<file path="src/source/fpga_support_pkg.sv">
/* widths and default timing for the fabric logic around the processor subsystem
   default timing assumes fpga_clk_50 runs at 50 MHz */
`default_nettype none

package fpga_support_pkg;

    // ====================================================================
    // board widths
    // ====================================================================
    localparam int KEY_COUNT       = 4;   // push keys, active low
    localparam int SWITCH_COUNT    = 10;  // slide switches
    localparam int LED_COUNT       = 10;  // red leds
    localparam int RESET_REQ_COUNT = 3;   // 0 cold, 1 warm, 2 debug
    localparam int STM_EVENT_WIDTH = 28;  // trace event bus into the hps

    // ====================================================================
    // timing
    // ====================================================================
    localparam int SYNC_STAGES                   = 2;         // flops per sync chain
    localparam int DEFAULT_DEBOUNCE_CYCLES       = 50000;     // 1 ms
    localparam int DEFAULT_HEARTBEAT_HALF_PERIOD = 25000000;  // 0.5 s per blink phase

    // pulse length per reset channel, same order as reset_req
    localparam int RESET_PULSE_CYCLES [RESET_REQ_COUNT] = '{6, 2, 32};

    // bits needed to hold the value cycles itself
    function automatic int counter_width(input int cycles);
        int width;
        width = (cycles < 1) ? 1 : $clog2(cycles + 1);
        return width;
    endfunction

endpackage

`default_nettype wire

</file>
<file path="src/source/board_input_sync.sv">
/* brings the asynchronous board keys, switches and reset requests into fpga_clk_50
   plain flop chains, so multi-bit inputs may skew by one cycle between bits */
`timescale 1ns/10ps
`default_nettype none

module board_input_sync
(
    input  logic                                          fpga_clk_50,
    input  logic                                          hps_fpga_reset_n,
    input  logic [fpga_support_pkg::KEY_COUNT-1:0]        key,
    input  logic [fpga_support_pkg::SWITCH_COUNT-1:0]     sw,
    input  logic [fpga_support_pkg::RESET_REQ_COUNT-1:0]  reset_req,
    output logic [fpga_support_pkg::KEY_COUNT-1:0]        key_sync,
    output logic [fpga_support_pkg::SWITCH_COUNT-1:0]     sw_sync,
    output logic [fpga_support_pkg::RESET_REQ_COUNT-1:0]  reset_req_sync
);

    // stage 0 samples the pin, last stage is the clean copy
    logic [fpga_support_pkg::KEY_COUNT-1:0]       key_stage [fpga_support_pkg::SYNC_STAGES];
    logic [fpga_support_pkg::SWITCH_COUNT-1:0]    sw_stage  [fpga_support_pkg::SYNC_STAGES];
    logic [fpga_support_pkg::RESET_REQ_COUNT-1:0] req_stage [fpga_support_pkg::SYNC_STAGES];

    always_ff @(posedge fpga_clk_50 or negedge hps_fpga_reset_n)
    begin
        if (!hps_fpga_reset_n)
        begin
            for (int s = 0; s < fpga_support_pkg::SYNC_STAGES; s++)
            begin
                key_stage[s] <= '1;  // keys idle high, no false press
                sw_stage[s]  <= '0;
                req_stage[s] <= '0;  // no request seen out of reset
            end
        end
        else
        begin
            key_stage[0] <= key;        // first flop, may go metastable
            sw_stage[0]  <= sw;
            req_stage[0] <= reset_req;
            for (int s = 1; s < fpga_support_pkg::SYNC_STAGES; s++)
            begin
                key_stage[s] <= key_stage[s-1];  // shift down the chain
                sw_stage[s]  <= sw_stage[s-1];
                req_stage[s] <= req_stage[s-1];
            end
        end
    end

    assign key_sync       = key_stage[fpga_support_pkg::SYNC_STAGES-1];
    assign sw_sync        = sw_stage[fpga_support_pkg::SYNC_STAGES-1];
    assign reset_req_sync = req_stage[fpga_support_pkg::SYNC_STAGES-1];

endmodule

`default_nettype wire

</file>
<file path="src/source/fpga_support_top.sv">
/* fabric glue next to the hps: key debounce, reset request pulses, heartbeat, trace word
   led_soft must already be in the fpga_clk_50 domain, it is not synchronized */
`timescale 1ns/10ps
`default_nettype none

module fpga_support_top
#(
    parameter int DEBOUNCE_CYCLES       = fpga_support_pkg::DEFAULT_DEBOUNCE_CYCLES,
    parameter int HEARTBEAT_HALF_PERIOD = fpga_support_pkg::DEFAULT_HEARTBEAT_HALF_PERIOD
)
(
    input  logic                                          fpga_clk_50,
    input  logic                                          hps_fpga_reset_n,
    input  logic [fpga_support_pkg::KEY_COUNT-1:0]        key,          // low when pressed
    input  logic [fpga_support_pkg::SWITCH_COUNT-1:0]     sw,
    input  logic [fpga_support_pkg::LED_COUNT-1:0]        led_soft,     // sw led register
    input  logic [fpga_support_pkg::RESET_REQ_COUNT-1:0]  reset_req,    // cold, warm, debug
    output logic [fpga_support_pkg::LED_COUNT-1:0]        ledr,
    output logic [fpga_support_pkg::KEY_COUNT-1:0]        key_clean,
    output logic [fpga_support_pkg::RESET_REQ_COUNT-1:0]  reset_pulse,  // to hps reset inputs
    output logic [fpga_support_pkg::STM_EVENT_WIDTH-1:0]  stm_hw_events
);

    // zero bits above the switch field in the trace word
    localparam int STM_PAD_W = fpga_support_pkg::STM_EVENT_WIDTH
                             - fpga_support_pkg::SWITCH_COUNT
                             - (fpga_support_pkg::LED_COUNT - 1)
                             - fpga_support_pkg::KEY_COUNT;

    logic [fpga_support_pkg::KEY_COUNT-1:0]       key_sync;
    logic [fpga_support_pkg::SWITCH_COUNT-1:0]    sw_sync;
    logic [fpga_support_pkg::RESET_REQ_COUNT-1:0] reset_req_sync;

    // ====================================================================
    // input sync and key debounce
    // ====================================================================
    board_input_sync u_input_sync
    (
        .fpga_clk_50      (fpga_clk_50),
        .hps_fpga_reset_n (hps_fpga_reset_n),
        .key              (key),
        .sw               (sw),
        .reset_req        (reset_req),
        .key_sync         (key_sync),
        .sw_sync          (sw_sync),
        .reset_req_sync   (reset_req_sync)
    );

    key_debouncer
    #(
        .WIDTH           (fpga_support_pkg::KEY_COUNT),
        .DEBOUNCE_CYCLES (DEBOUNCE_CYCLES)
    )
    u_key_debouncer
    (
        .fpga_clk_50      (fpga_clk_50),
        .hps_fpga_reset_n (hps_fpga_reset_n),
        .key_sync         (key_sync),
        .key_clean        (key_clean)
    );

    // ====================================================================
    // reset request pulses, one pulser per channel
    // ====================================================================
    for (genvar ch = 0; ch < fpga_support_pkg::RESET_REQ_COUNT; ch++)
    begin : g_pulser
        reset_request_pulser
        #(
            .PULSE_CYCLES (fpga_support_pkg::RESET_PULSE_CYCLES[ch])  // 6 / 2 / 32
        )
        u_pulser
        (
            .fpga_clk_50      (fpga_clk_50),
            .hps_fpga_reset_n (hps_fpga_reset_n),
            .request          (reset_req_sync[ch]),
            .pulse            (reset_pulse[ch])
        );
    end

    heartbeat_led
    #(
        .HALF_PERIOD (HEARTBEAT_HALF_PERIOD)
    )
    u_heartbeat
    (
        .fpga_clk_50      (fpga_clk_50),
        .hps_fpga_reset_n (hps_fpga_reset_n),
        .led_soft         (led_soft),
        .ledr             (ledr)
    );

    // trace word, keys in the low bits, led 9 not traced
    assign stm_hw_events = {{STM_PAD_W{1'b0}},
                            sw_sync,
                            led_soft[fpga_support_pkg::LED_COUNT-2:0],
                            key_clean};

endmodule

`default_nettype wire

</file>
<file path="src/source/heartbeat_led.sv">
/* blinks led 0 so the board shows a running clock even with no software
   the blink is ORed in, software can still force led 0 on */
`timescale 1ns/10ps
`default_nettype none

module heartbeat_led
#(
    parameter int HALF_PERIOD = fpga_support_pkg::DEFAULT_HEARTBEAT_HALF_PERIOD
)
(
    input  logic                                    fpga_clk_50,
    input  logic                                    hps_fpga_reset_n,
    input  logic [fpga_support_pkg::LED_COUNT-1:0]  led_soft,
    output logic [fpga_support_pkg::LED_COUNT-1:0]  ledr
);

    localparam int CNT_W = fpga_support_pkg::counter_width(HALF_PERIOD - 1);
    localparam logic [CNT_W-1:0] CNT_WRAP = CNT_W'(HALF_PERIOD - 1);

    logic [CNT_W-1:0] div_cnt;  // free running divider
    logic             blink;    // heartbeat level

    always_ff @(posedge fpga_clk_50 or negedge hps_fpga_reset_n)
    begin
        if (!hps_fpga_reset_n)
        begin
            div_cnt <= '0;
            blink   <= 1'b0;  // led dark out of reset
        end
        else if (div_cnt == CNT_WRAP)
        begin
            div_cnt <= '0;      // wrap
            blink   <= ~blink;  // toggle every HALF_PERIOD cycles
        end
        else
        begin
            div_cnt <= div_cnt + CNT_W'(1);
        end
    end

    // upper leds straight from software
    assign ledr = {led_soft[fpga_support_pkg::LED_COUNT-1:1], led_soft[0] | blink};

endmodule

`default_nettype wire

</file>
<file path="src/source/key_debouncer.sv">
/* per-key debounce on already synchronized inputs
   a new level must hold DEBOUNCE_CYCLES cycles before key_clean follows */
`timescale 1ns/10ps
`default_nettype none

module key_debouncer
#(
    parameter int WIDTH           = fpga_support_pkg::KEY_COUNT,
    parameter int DEBOUNCE_CYCLES = fpga_support_pkg::DEFAULT_DEBOUNCE_CYCLES
)
(
    input  logic             fpga_clk_50,
    input  logic             hps_fpga_reset_n,
    input  logic [WIDTH-1:0] key_sync,
    output logic [WIDTH-1:0] key_clean
);

    localparam int CNT_W = fpga_support_pkg::counter_width(DEBOUNCE_CYCLES);

    // count value on the cycle the new level is accepted
    localparam logic [CNT_W-1:0] CNT_LAST = CNT_W'(DEBOUNCE_CYCLES - 1);

    logic [CNT_W-1:0] stable_cnt [WIDTH];  // one counter per key

    // ====================================================================
    // stability counters
    // ====================================================================
    always_ff @(posedge fpga_clk_50 or negedge hps_fpga_reset_n)
    begin
        if (!hps_fpga_reset_n)
        begin
            key_clean <= '1;  // released
            for (int k = 0; k < WIDTH; k++)
            begin
                stable_cnt[k] <= '0;
            end
        end
        else
        begin
            for (int k = 0; k < WIDTH; k++)
            begin
                if (key_sync[k] == key_clean[k])
                begin
                    stable_cnt[k] <= '0;  // bounce back, start over
                end
                else if (stable_cnt[k] == CNT_LAST)
                begin
                    key_clean[k]  <= key_sync[k];  // held long enough, take it
                    stable_cnt[k] <= '0;
                end
                else
                begin
                    stable_cnt[k] <= stable_cnt[k] + CNT_W'(1);  // still differs
                end
            end
        end
    end

endmodule

`default_nettype wire

</file>
<file path="src/source/reset_request_pulser.sv">
/* turns a rising edge on a synchronized request into a PULSE_CYCLES wide pulse
   edges arriving while the pulse is high are dropped, not queued */
`timescale 1ns/10ps
`default_nettype none

module reset_request_pulser
#(
    parameter int PULSE_CYCLES = 2
)
(
    input  logic fpga_clk_50,
    input  logic hps_fpga_reset_n,
    input  logic request,
    output logic pulse
);

    localparam int CNT_W = fpga_support_pkg::counter_width(PULSE_CYCLES);

    logic             request_q;  // last cycle's level for edge detect
    logic [CNT_W-1:0] remain;     // cycles of pulse still to go
    logic             rise;

    assign rise = request & ~request_q;

    // ====================================================================
    // edge detect and stretch
    // ====================================================================
    always_ff @(posedge fpga_clk_50 or negedge hps_fpga_reset_n)
    begin
        if (!hps_fpga_reset_n)
        begin
            request_q <= 1'b0;
            remain    <= '0;
        end
        else
        begin
            request_q <= request;  // tracks even while busy so old edges expire
            if (remain != '0)
            begin
                remain <= remain - CNT_W'(1);  // busy, ignore rise
            end
            else if (rise)
            begin
                remain <= CNT_W'(PULSE_CYCLES);  // pulse starts next cycle
            end
        end
    end

    // high for exactly PULSE_CYCLES cycles after the load
    assign pulse = (remain != '0);

endmodule

`default_nettype wire

</file>
<file path="config.mk">
export PLATFORM = sky130hd
export DESIGN_NAME = fpga_support_top
export DESIGN_NICKNAME = d
export VERILOG_FILES = /design/src/source/fpga_support_pkg.sv /design/src/source/board_input_sync.sv /design/src/source/fpga_support_top.sv /design/src/source/heartbeat_led.sv /design/src/source/key_debouncer.sv /design/src/source/reset_request_pulser.sv
export SDC_FILE = /design/constraint.sdc
export NUM_CORES = 1
export LEC_CHECK = 0
export BUFFER_PORTS_ARGS = -buffer_cell sky130_fd_sc_hd__buf_2
export CORE_MARGIN = 8
export CORE_UTILIZATION = 60
export DETAILED_ROUTE_END_ITERATION = 10
export HOLD_SLACK_MARGIN = 0.12
export PLACE_DENSITY = 0.9
export SYNTH_ARGS = -nofsm -noshare
export SYNTH_HDL_FRONTEND = slang
export SYNTH_HIERARCHICAL = 1
export SYNTH_SLANG_ARGS = --single-unit
export TNS_END_PERCENT = 30
</file>
<file path="constraint.sdc">
create_clock -name fpga_clk_50 -period 4.7 [get_ports fpga_clk_50]
set_input_delay 1.175 -clock fpga_clk_50 [delete_from_list [all_inputs] [get_ports fpga_clk_50]]
set_output_delay 1.175 -clock fpga_clk_50 [all_outputs]
set_load 0.03 [all_outputs]
</file>
==> results of run 1 <==
==> worst min path at each step <==
stage / endpoint / slack, ns / cells after the start / startpoint
floorplan: u_input_sync/reset_req_sync[0]$_DFF_PN0_ / 0.33 / 0 / u_input_sync/req_stage[3]$_DFF_PN0_
global placement: u_input_sync/sw_sync[9]$_DFF_PN0_ / 0.33 / 0 / u_input_sync/sw_stage[19]$_DFF_PN0_
detailed placement: u_input_sync/reset_req_sync[1]$_DFF_PN0_ / 0.34 / 0 / u_input_sync/req_stage[4]$_DFF_PN0_
CTS: u_input_sync/reset_req_sync[1]$_DFF_PN0_ / 0.35 / 0 / u_input_sync/req_stage[4]$_DFF_PN0_
global route: u_input_sync/sw_sync[4]$_DFF_PN0_ / 0.35 / 0 / u_input_sync/sw_stage[14]$_DFF_PN0_
finish: u_input_sync/reset_req_sync[1]$_DFF_PN0_ / 0.35 / 0 / u_input_sync/req_stage[4]$_DFF_PN0_
==> synthesized netlist by cell type (3+ instances only) <==
cell	n	area [um2]
xor2_1	19	166.4
mux2_2	3	33.78
or3_1	3	18.77
nand2b_4	3	41.29
and4_1	4	35.03
buf_4	44	330.3
or4_1	4	30.03
mux2i_1	4	40.04
nand2_1	29	108.9
nor4b_1	4	35.03
xnor2_1	56	490.5
nor4bb_1	6	60.06
nor3_1	19	95.09
nand4_1	24	150.1
nor2_1	76	285.3
dfstp_2	12	315.3
nor4_1	21	131.4
inv_1	26	97.59
a21oi_1	11	55.05
clkbuf_1	3	11.26
o21ai_0	5	25.02
o31ai_1	7	52.55
ha_1	10	125.1
dfrtp_1	130	3253
and3_1	8	50.05
nand3_1	33	165.2
==> metal layers <==
| layer | vias to the layer above | share of wire (%) |
|---|---|---|
| met3 | 16 | 4.4 |
| met4 | 0 | 1.6 |
| li1 | 2057 | - |
| met2 | 92 | 52 |
| met5 | - | 0 |
| met1 | 2134 | 42 |
==> report_power, final <==
group          total, W  switching (W)  leakage, nW  internal (W)
Sequential      0.00136      0.0000602         1.83       0.00130
Combinational  0.000310       0.000185        0.987      0.000124
Clock           0.00128       0.000495        0.273      0.000783
Total           0.00295       0.000741         3.09       0.00221
==> state kept, by name, summed over array words and instances, names as in the netlist <==
signal / count
u_input_sync/key_sync: 4
u_input_sync/sw_stage: 10
u_key_debouncer/stable_cnt: 64
u_input_sync/reset_req_sync: 3
u_key_debouncer/key_clean: 4
g_pulser.u_pulser/remain: 11
u_heartbeat/div_cnt: 25
g_pulser.u_pulser/request_q: 3
u_input_sync/sw_sync: 10
u_input_sync/key_stage: 4
u_input_sync/req_stage: 3
u_heartbeat/blink: 1
==> worst max-delay path: cells and delay by family (launching register included) <==
kind          cells  cell delay (ns)
simple gates      2             0.46
flops             1             0.43
buf+inv           2             0.29
fa+ha+maj         1             0.22
==> through the flow <==
| stage | utilization [%] | instances | worst slack (ns) |
|---|---|---|---|
| finish | 66.77 | 768 | 1.595 |
| global route | 66.77 | 768 | 1.447 |
| CTS | 66.77 | 768 | 1.564 |
| detailed placement | 61.35 | 736 | 1.814 |
| global placement | 61.35 | 736 | 1.815 |
| floorplan | - | 601 | 2.002 |
==> layout make-up <==
cell class / count / area (um2)
multi-input combinational: 383 / 2486
clock inverter: 13 / 138.9
clock buffer: 19 / 441.7
fill: 812 / 3555
inverter: 27 / 101.3
tap: 140 / 175.2
sequential: 142 / 3568
timing repair buffer: 44 / 231.5
==> cell families after synthesis <==
kind of cell               synth area share [%]
other                                   0.05765
and+or+nand+nor                           21.52
muxes                                     1.596
adders and majority gates                 1.923
DFF                                       54.86
AOI/OAI and AO/OA                         2.789
xor gates and xnor gates                  10.10
buffers and inverters                     7.155
==> key figures, run 1 <==
Clock tree
  – Skew-Pair Late Insertion Delay: approximately 0.53 ns
  – Post-CTS Resized: 0
  – Maximum clock insertion buffer count: 2
  – Root Driver: clkbuf_8
  – Sinks on Clock Net: 142
  – Clock transition at the registers of the reported paths: 0.06 ns
  – CTS tree: built
  – Postcts setup bufs: 0
  – Num CTS Buffers: 17
  – Post-CTS Hold Buffers: 0
  – Htree depth: 4

Synth
  – Mean post-synth cell area: around 11 um2
  – Synth warnings: 6
  – Ys async rst share: between 90% and 100%
  – Sequential share of the synthesized area: between 50% and 60%
  – Syn Inst Count: around 600
  – Post-synth EDFFs: 0
  – Synth unique cells: 51
  – Post-Syn Area: around 6500 um2
  – Top_reg_cell synth: dfrtp_1
  – Flops & latches, synth: roughly 140

Critical path
  – Worst path required time: between 3 and 4 ns
  – CP startpoint kind: flop
  – WS Path Type: flop to output port
  – Worst setup endpoint: reset_pulse[2]
  – CP max stage delay: between 0.4 and 0.5 ns
  – Crit-path slowest cell: dfrtp_1
  – Crit path cell chain: inv_1, ha_1, nor3b_2, nand2_1, buf_2
  – Crit path DAT: approximately 1.9 ns
  – Flop-to-flop setup slack: approximately 2.1 ns
  – Worst r2r src: u_heartbeat/div_cnt[10]$_DFF_PN0_
  – Cell count of the worst reg-to-reg path: 4
  – Worst Path Max Fanout: 6
  – Worst reg2reg path endpoint: u_heartbeat/div_cnt[5]$_DFF_PN0_
  – Crit end category: output port
  – Crit path launch: g_pulser[2].u_pulser/remain[0]$_DFFE_PN0P_

STA
  – Setup TNS: 0 ns
  – Min cycle time layout: around 3.1 ns
  – Hold Fails Final Rpt: 0
  – Final max-slew violation count: 0
  – Final setup viols: 0
  – Relative slew slack: roughly two fifths
  – Hold WS: ~0.35 ns
  – Clk_skew: just under 0.006 ns
  – Peak Freq: between 300 and 400 MHz
  – Tcrit/Tclk final: between 60% and 70%
  – Actual slew at the worst max-slew pin: ~0.9 ns
  – RSZ-0062 raised after global routing: no

Pwr
  – Peak supply drop: a little over 0.3 mV
  – PD cells: approximately 410 nW/um2
  – Leakage: between 3 and 4 nW
  – Tot Pwr: roughly 0.003 W

Floorplan
  – Core area: between 10,000 and 15,000 um2
  – # IOs: 74
  – Starting Density: 60.81%
  – Die width: about 120 um
  – Total die area: around 14,000 um2
  – FP Rows: 38
  – Die Span Y: between 100 and 150 um

Global routing
  – Largest net degree at the start of global routing: just under 80
  – Grt met1 use: roughly a fifth
  – Tot GR Track Use: between 10% and 20%
  – Vias in the first global route: 4,295
  – Initial antenna violation count: 0
  – Routing usage on met2: about 28%
  – Grt ovf: 0
  – M3 GR Usage: 4.838%
  – Busiest grt layer: met2
  – First-pass GRT wire length: 19.71 mm

Hold path
  – Min-delay worst type: flop to flop

Drt
  – Routed WL: 11.65 mm
  – Antenna Nets Post-Route: 0
  – # DRC: 0
  – Wire per inst: 15.17 um
  – DR vias: about 4,300
  – Via density: between 5 and 6
  – 1st-iter DRT viols: about 290
  – Drt pass-1 iters: 4

Layout
  – P&R area growth vs syn: 9.810%
  – Fraction of layout cells with a size suffix above 1: between 10% and 20%
  – Design Area, Final: roughly 7100 um2
  – Commonest non-fill, non-tap cell in the layout: dfrtp_1
  – Nets@finish: ~650
  – Commonest non-fill, non-tap cells in the layout: dfrtp_1 (130), nor2_1 (76), xnor2_1 (56)
  – Antenna diodes: 0

Run status
  – Status: finished, final reports clean

Placement
  – Placed Area: ~6600 um2
  – GPL Wtd Cong: about 0.87
  – Detailed placement HPWL: between 7 and 8 mm
  – Port-buffer cells: 42

Run
  – # Max-Cap Violations: 0
No activity file was read; power rests on OpenSTA's default activity.
==> run 2: changes to the inputs <==
--- a/config.mk
+++ b/config.mk
@@ -7,10 +7,10 @@
 export LEC_CHECK = 0
 export BUFFER_PORTS_ARGS = -buffer_cell sky130_fd_sc_hd__buf_2
 export CORE_MARGIN = 8
-export CORE_UTILIZATION = 60
+export CORE_UTILIZATION = 53
 export DETAILED_ROUTE_END_ITERATION = 10
 export HOLD_SLACK_MARGIN = 0.12
-export PLACE_DENSITY = 0.9
+export PLACE_DENSITY = 0.84
 export SYNTH_ARGS = -nofsm -noshare
 export SYNTH_HDL_FRONTEND = slang
 export SYNTH_HIERARCHICAL = 1
==> constraint.sdc (replaced) <==
create_clock -name fpga_clk_50 -period 2.55 [get_ports fpga_clk_50]
set_input_delay 0.6375 -clock fpga_clk_50 [delete_from_list [all_inputs] [get_ports fpga_clk_50]]
set_output_delay 0.6375 -clock fpga_clk_50 [all_outputs]
set_load 0.03 [all_outputs]
==> run 2 against run 1 <==
Net effect:
- worst setup slack got worse by 1.4 ns
- cell area grew 1.3%
- cell count increased by 1.3%
- wire length grew 0.92%
- highest routed layer unchanged
- worst hold slack lost 0.16 ns
- clock-buffer cell count did not move
- global-route usage decreased by 1.2 points
- critical path type unchanged
- clock power grew 100%
- total power increased by 92%
==> key figures, run 2 (synthesized netlist as in run 1, its figures left out) <==
Global routing
  – First-pass GRT wire length: 20.13 mm (was 19.71 mm)
  – Grt ovf: 0 (unchanged)
  – Tot GR Track Use: 15.58% (was 16.77%)
  – Largest net degree at the start of global routing: 63 (was 79)
  – Vias in the first global route: 4,281 (was 4,295)
  – Initial antenna violation count: 0 (unchanged)

Clock tree
  – CTS tree: built (unchanged)
  – Maximum clock insertion buffer count: 2 (unchanged)
  – Root Driver: clkbuf_16 (was clkbuf_8)
  – Htree depth: 4 (unchanged)
  – Skew-Pair Late Insertion Delay: 0.42 ns (was 0.53 ns)
  – Num CTS Buffers: 17 (unchanged)
  – Post-CTS Hold Buffers: 0 (unchanged)
  – Sinks on Clock Net: 142 (unchanged)
  – Clock transition at the registers of the reported paths: 0.05 ns (was 0.06 ns)

Pwr
  – Reg power frac: 44.4% (was 46.2%)
  – Leakage: 3.134 nW (was 3.088 nW)
  – Switching Share: 24.49% (was 25.12%)
  – PD cells: 783.6 nW/um2 (was 412.9 nW/um2)
  – Switching power: 0.001388 W (was 0.0007409 W)
  – Peak supply drop: 0.4869 mV (was 0.3108 mV)
  – Internal power: 0.004282 W (was 0.002209 W)
  – Clk pwr share: 45.3% (was 43.3%)
  – Comb power frac: 10.3% (was 10.5%)

STA
  – Relative slew slack: 64.02% (was 39.70%)
  – Clk_skew: 0.009268 ns (was 0.005941 ns)
  – Peak Freq: ~420 MHz
  – Hold WS: 0.1921 ns (was 0.3480 ns)
  – Actual slew at the worst max-slew pin: 0.5398 ns (was 0.8978 ns)
  – Hold Fails Final Rpt: 0 (unchanged)
  – Min cycle time layout: 2.357 ns
  – Final setup viols: 0 (unchanged)
  – Final max-slew violation count: 0 (unchanged)
  – Setup TNS: 0 ns (unchanged)
  – Tcrit/Tclk final: between 90 and 100%
  – RSZ-0062 raised after global routing: no (unchanged)

Layout
  – Nets@finish: 657 (was 654)
  – Commonest non-fill, non-tap cells in the layout: dfrtp_1 (130), nor2_1 (76), xnor2_1 (56) (unchanged)
  – Design Area, Final: 7236 um2 (was 7143 um2)
  – Antenna diodes: 0 (unchanged)
  – Max reg flops: 64 (unchanged)
  – Top Registers: u_key_debouncer/stable_cnt x64, u_heartbeat/div_cnt x25, g_pulser.u_pulser/remain x11 (unchanged)
  – Final core area utilization: 60.24% (was 66.77%)
  – Largest register by flop count: u_key_debouncer/stable_cnt (unchanged)
  – Fraction of layout cells with a size suffix above 1: 17.91% (was 17.52%)
  – Commonest non-fill, non-tap cell in the layout: dfrtp_1 (unchanged)
  – Post-Layout Cell Count: 778 (was 768)
  – P&R area growth vs syn: 11.23% (was 9.810%)

Critical path
  – Crit end category: output port (unchanged)
  – CP startpoint kind: flop (unchanged)
  – Worst r2r src: u_heartbeat/div_cnt[10]$_DFF_PN0_ (unchanged)
  – Crit path cell chain: inv_1, ha_2, nor3b_4, nand2_2, buf_2 (was inv_1, ha_1, nor3b_2, nand2_1, buf_2)
  – Crit-path slowest cell: dfrtp_1 (unchanged)
  – Crit path DAT: 1.72 ns (was 1.93 ns)
  – Flop-to-flop setup slack: 0.37 ns (was 2.13 ns)
  – Worst reg2reg path endpoint: u_heartbeat/div_cnt[1]$_DFF_PN0_ (was u_heartbeat/div_cnt[5]$_DFF_PN0_)
  – CP max stage delay: 0.42 ns (was 0.43 ns)
  – WS Path Type: flop to output port (unchanged)
  – Cell count of the worst reg-to-reg path: 5 (was 4)
  – Worst Path Max Fanout: 6 (unchanged)
  – Worst path required time: 1.91 ns (was 3.52 ns)

Drt
  – Routed WL: 11.76 mm (was 11.65 mm)
  – Wire per inst: 15.11 um (was 15.17 um)
  – Drt pass-1 iters: 4 (unchanged)
  – 1st-iter DRT viols: 280 (was 285)
  – Antenna Nets Post-Route: 0 (unchanged)
  – Via density: 5.528 (was 5.598)
  – # DRC: 0 (unchanged)
  – DR vias: 4,301 (was 4,299)

Run
  – # Max-Cap Violations: 0 (unchanged)

Placement
  – Port-buffer cells: 42 (unchanged)
  – Detailed placement HPWL: 7.788 mm (was 7.911 mm)
  – Placed cells: 746 (was 736)
  – Placed Area: 6606 um2 (was 6563 um2)
  – GPL Wtd Cong: 0.8627 (was 0.8662)

Run status
  – Status: finished, final reports clean (unchanged)

Floorplan
  – Total die area: 16,070 um2 (was 14,430 um2)
  – # IOs: 74 (unchanged)
  – Die width: 126.8 um (was 120.1 um)
  – Die Span Y: 126.8 um (was 120.1 um)
  – Starting Density: 54.16% (was 60.81%)
  – FP Rows: 40 (was 38)
  – Core area: 12,010 um2 (was 10,700 um2)

Hold path
  – Min-delay worst type: input pin to async pin (was flop to flop)
run 2: final cells by class:
cell class	count	area [um2]
multi-input cells	383	2497
clock inverters	13	185.2
inverters	27	101.3
well taps	147	183.9
fillers	952	4776
repair buffers	47	266.5
flip-flops and latches	142	3568
clock buffers	19	432.9
run 2: per-layer routing:
| layer | vias to the layer above | GRT usage [%] | wire length (um) |
|---|---|---|---|
| li1 | 2059 | - | - |
| met1 | 2131 | 18.65 | 5078 |
| met2 | 90 | 24.69 | 5880 |
| met3 | 21 | 5.404 | 579 |
| met4 | 0 | 7.628 | 216 |
| met5 | - | 0 | 0 |
run 2: timing repair:
| item | 4_1_cts | 5_1_grt |
|---|---|---|
| gates resized for setup | 0 | 3 |
| endpoints found under the setup margin | 0 | 1 |
| hold endpoints to repair | 0 | 0 |
| setup buffers | 0 | 0 |
run 2: worst max path at each step:
stage / startpoint / to / slack, ns / cells past startpoint
4_1_cts: g_pulser[2].u_pulser/remain[0]$_DFFE_PN0P_ / reset_pulse[2] / 0.06 / 5
3_5_place_dp: u_heartbeat/div_cnt[10]$_DFF_PN0_ / u_heartbeat/div_cnt[1]$_DFF_PN0_ / 0.38 / 5
6_report: g_pulser[2].u_pulser/remain[0]$_DFFE_PN0P_ / reset_pulse[2] / 0.19 / 5
3_3_place_gp: u_heartbeat/div_cnt[8]$_DFF_PN0_ / u_heartbeat/div_cnt[1]$_DFF_PN0_ / 0.38 / 5
5_1_grt: g_pulser[2].u_pulser/remain[0]$_DFFE_PN0P_ / reset_pulse[2] / 0.03 / 5
2_1_floorplan: u_heartbeat/div_cnt[10]$_DFF_PN0_ / u_heartbeat/div_cnt[1]$_DFF_PN0_ / 0.46 / 4
run 2: worst max-delay path, delay by kind of cell (launching register included):
kind	cells	cell delay, ns
fa+ha+maj	1	0.22
buf+inv	2	0.28
simple gates	2	0.38
flops	1	0.42
run 2: power groups by stage:
stage | combinational, W | clock (W) | sequential, W
floorplan | 0.000489 | 0 | 0.00252
global route | 0.000666 | 0.00273 | 0.00253
finish | 0.000584 | 0.00257 | 0.00252
detailed placement | 0.000575 | 0 | 0.00255
CTS | 0.000583 | 0.00264 | 0.00251
global placement | 0.000529 | 0 | 0.00253
run 2: metrics by stage:
step | total power [W] | worst slack (ns)
2_1_floorplan | 0.003006 | 0.4643
3_3_place_gp | 0.003063 | 0.3781
3_5_place_dp | 0.003121 | 0.3842
4_1_cts | 0.005730 | 0.05733
5_1_grt | 0.005930 | 0.02572
6_report | 0.005670 | 0.1927
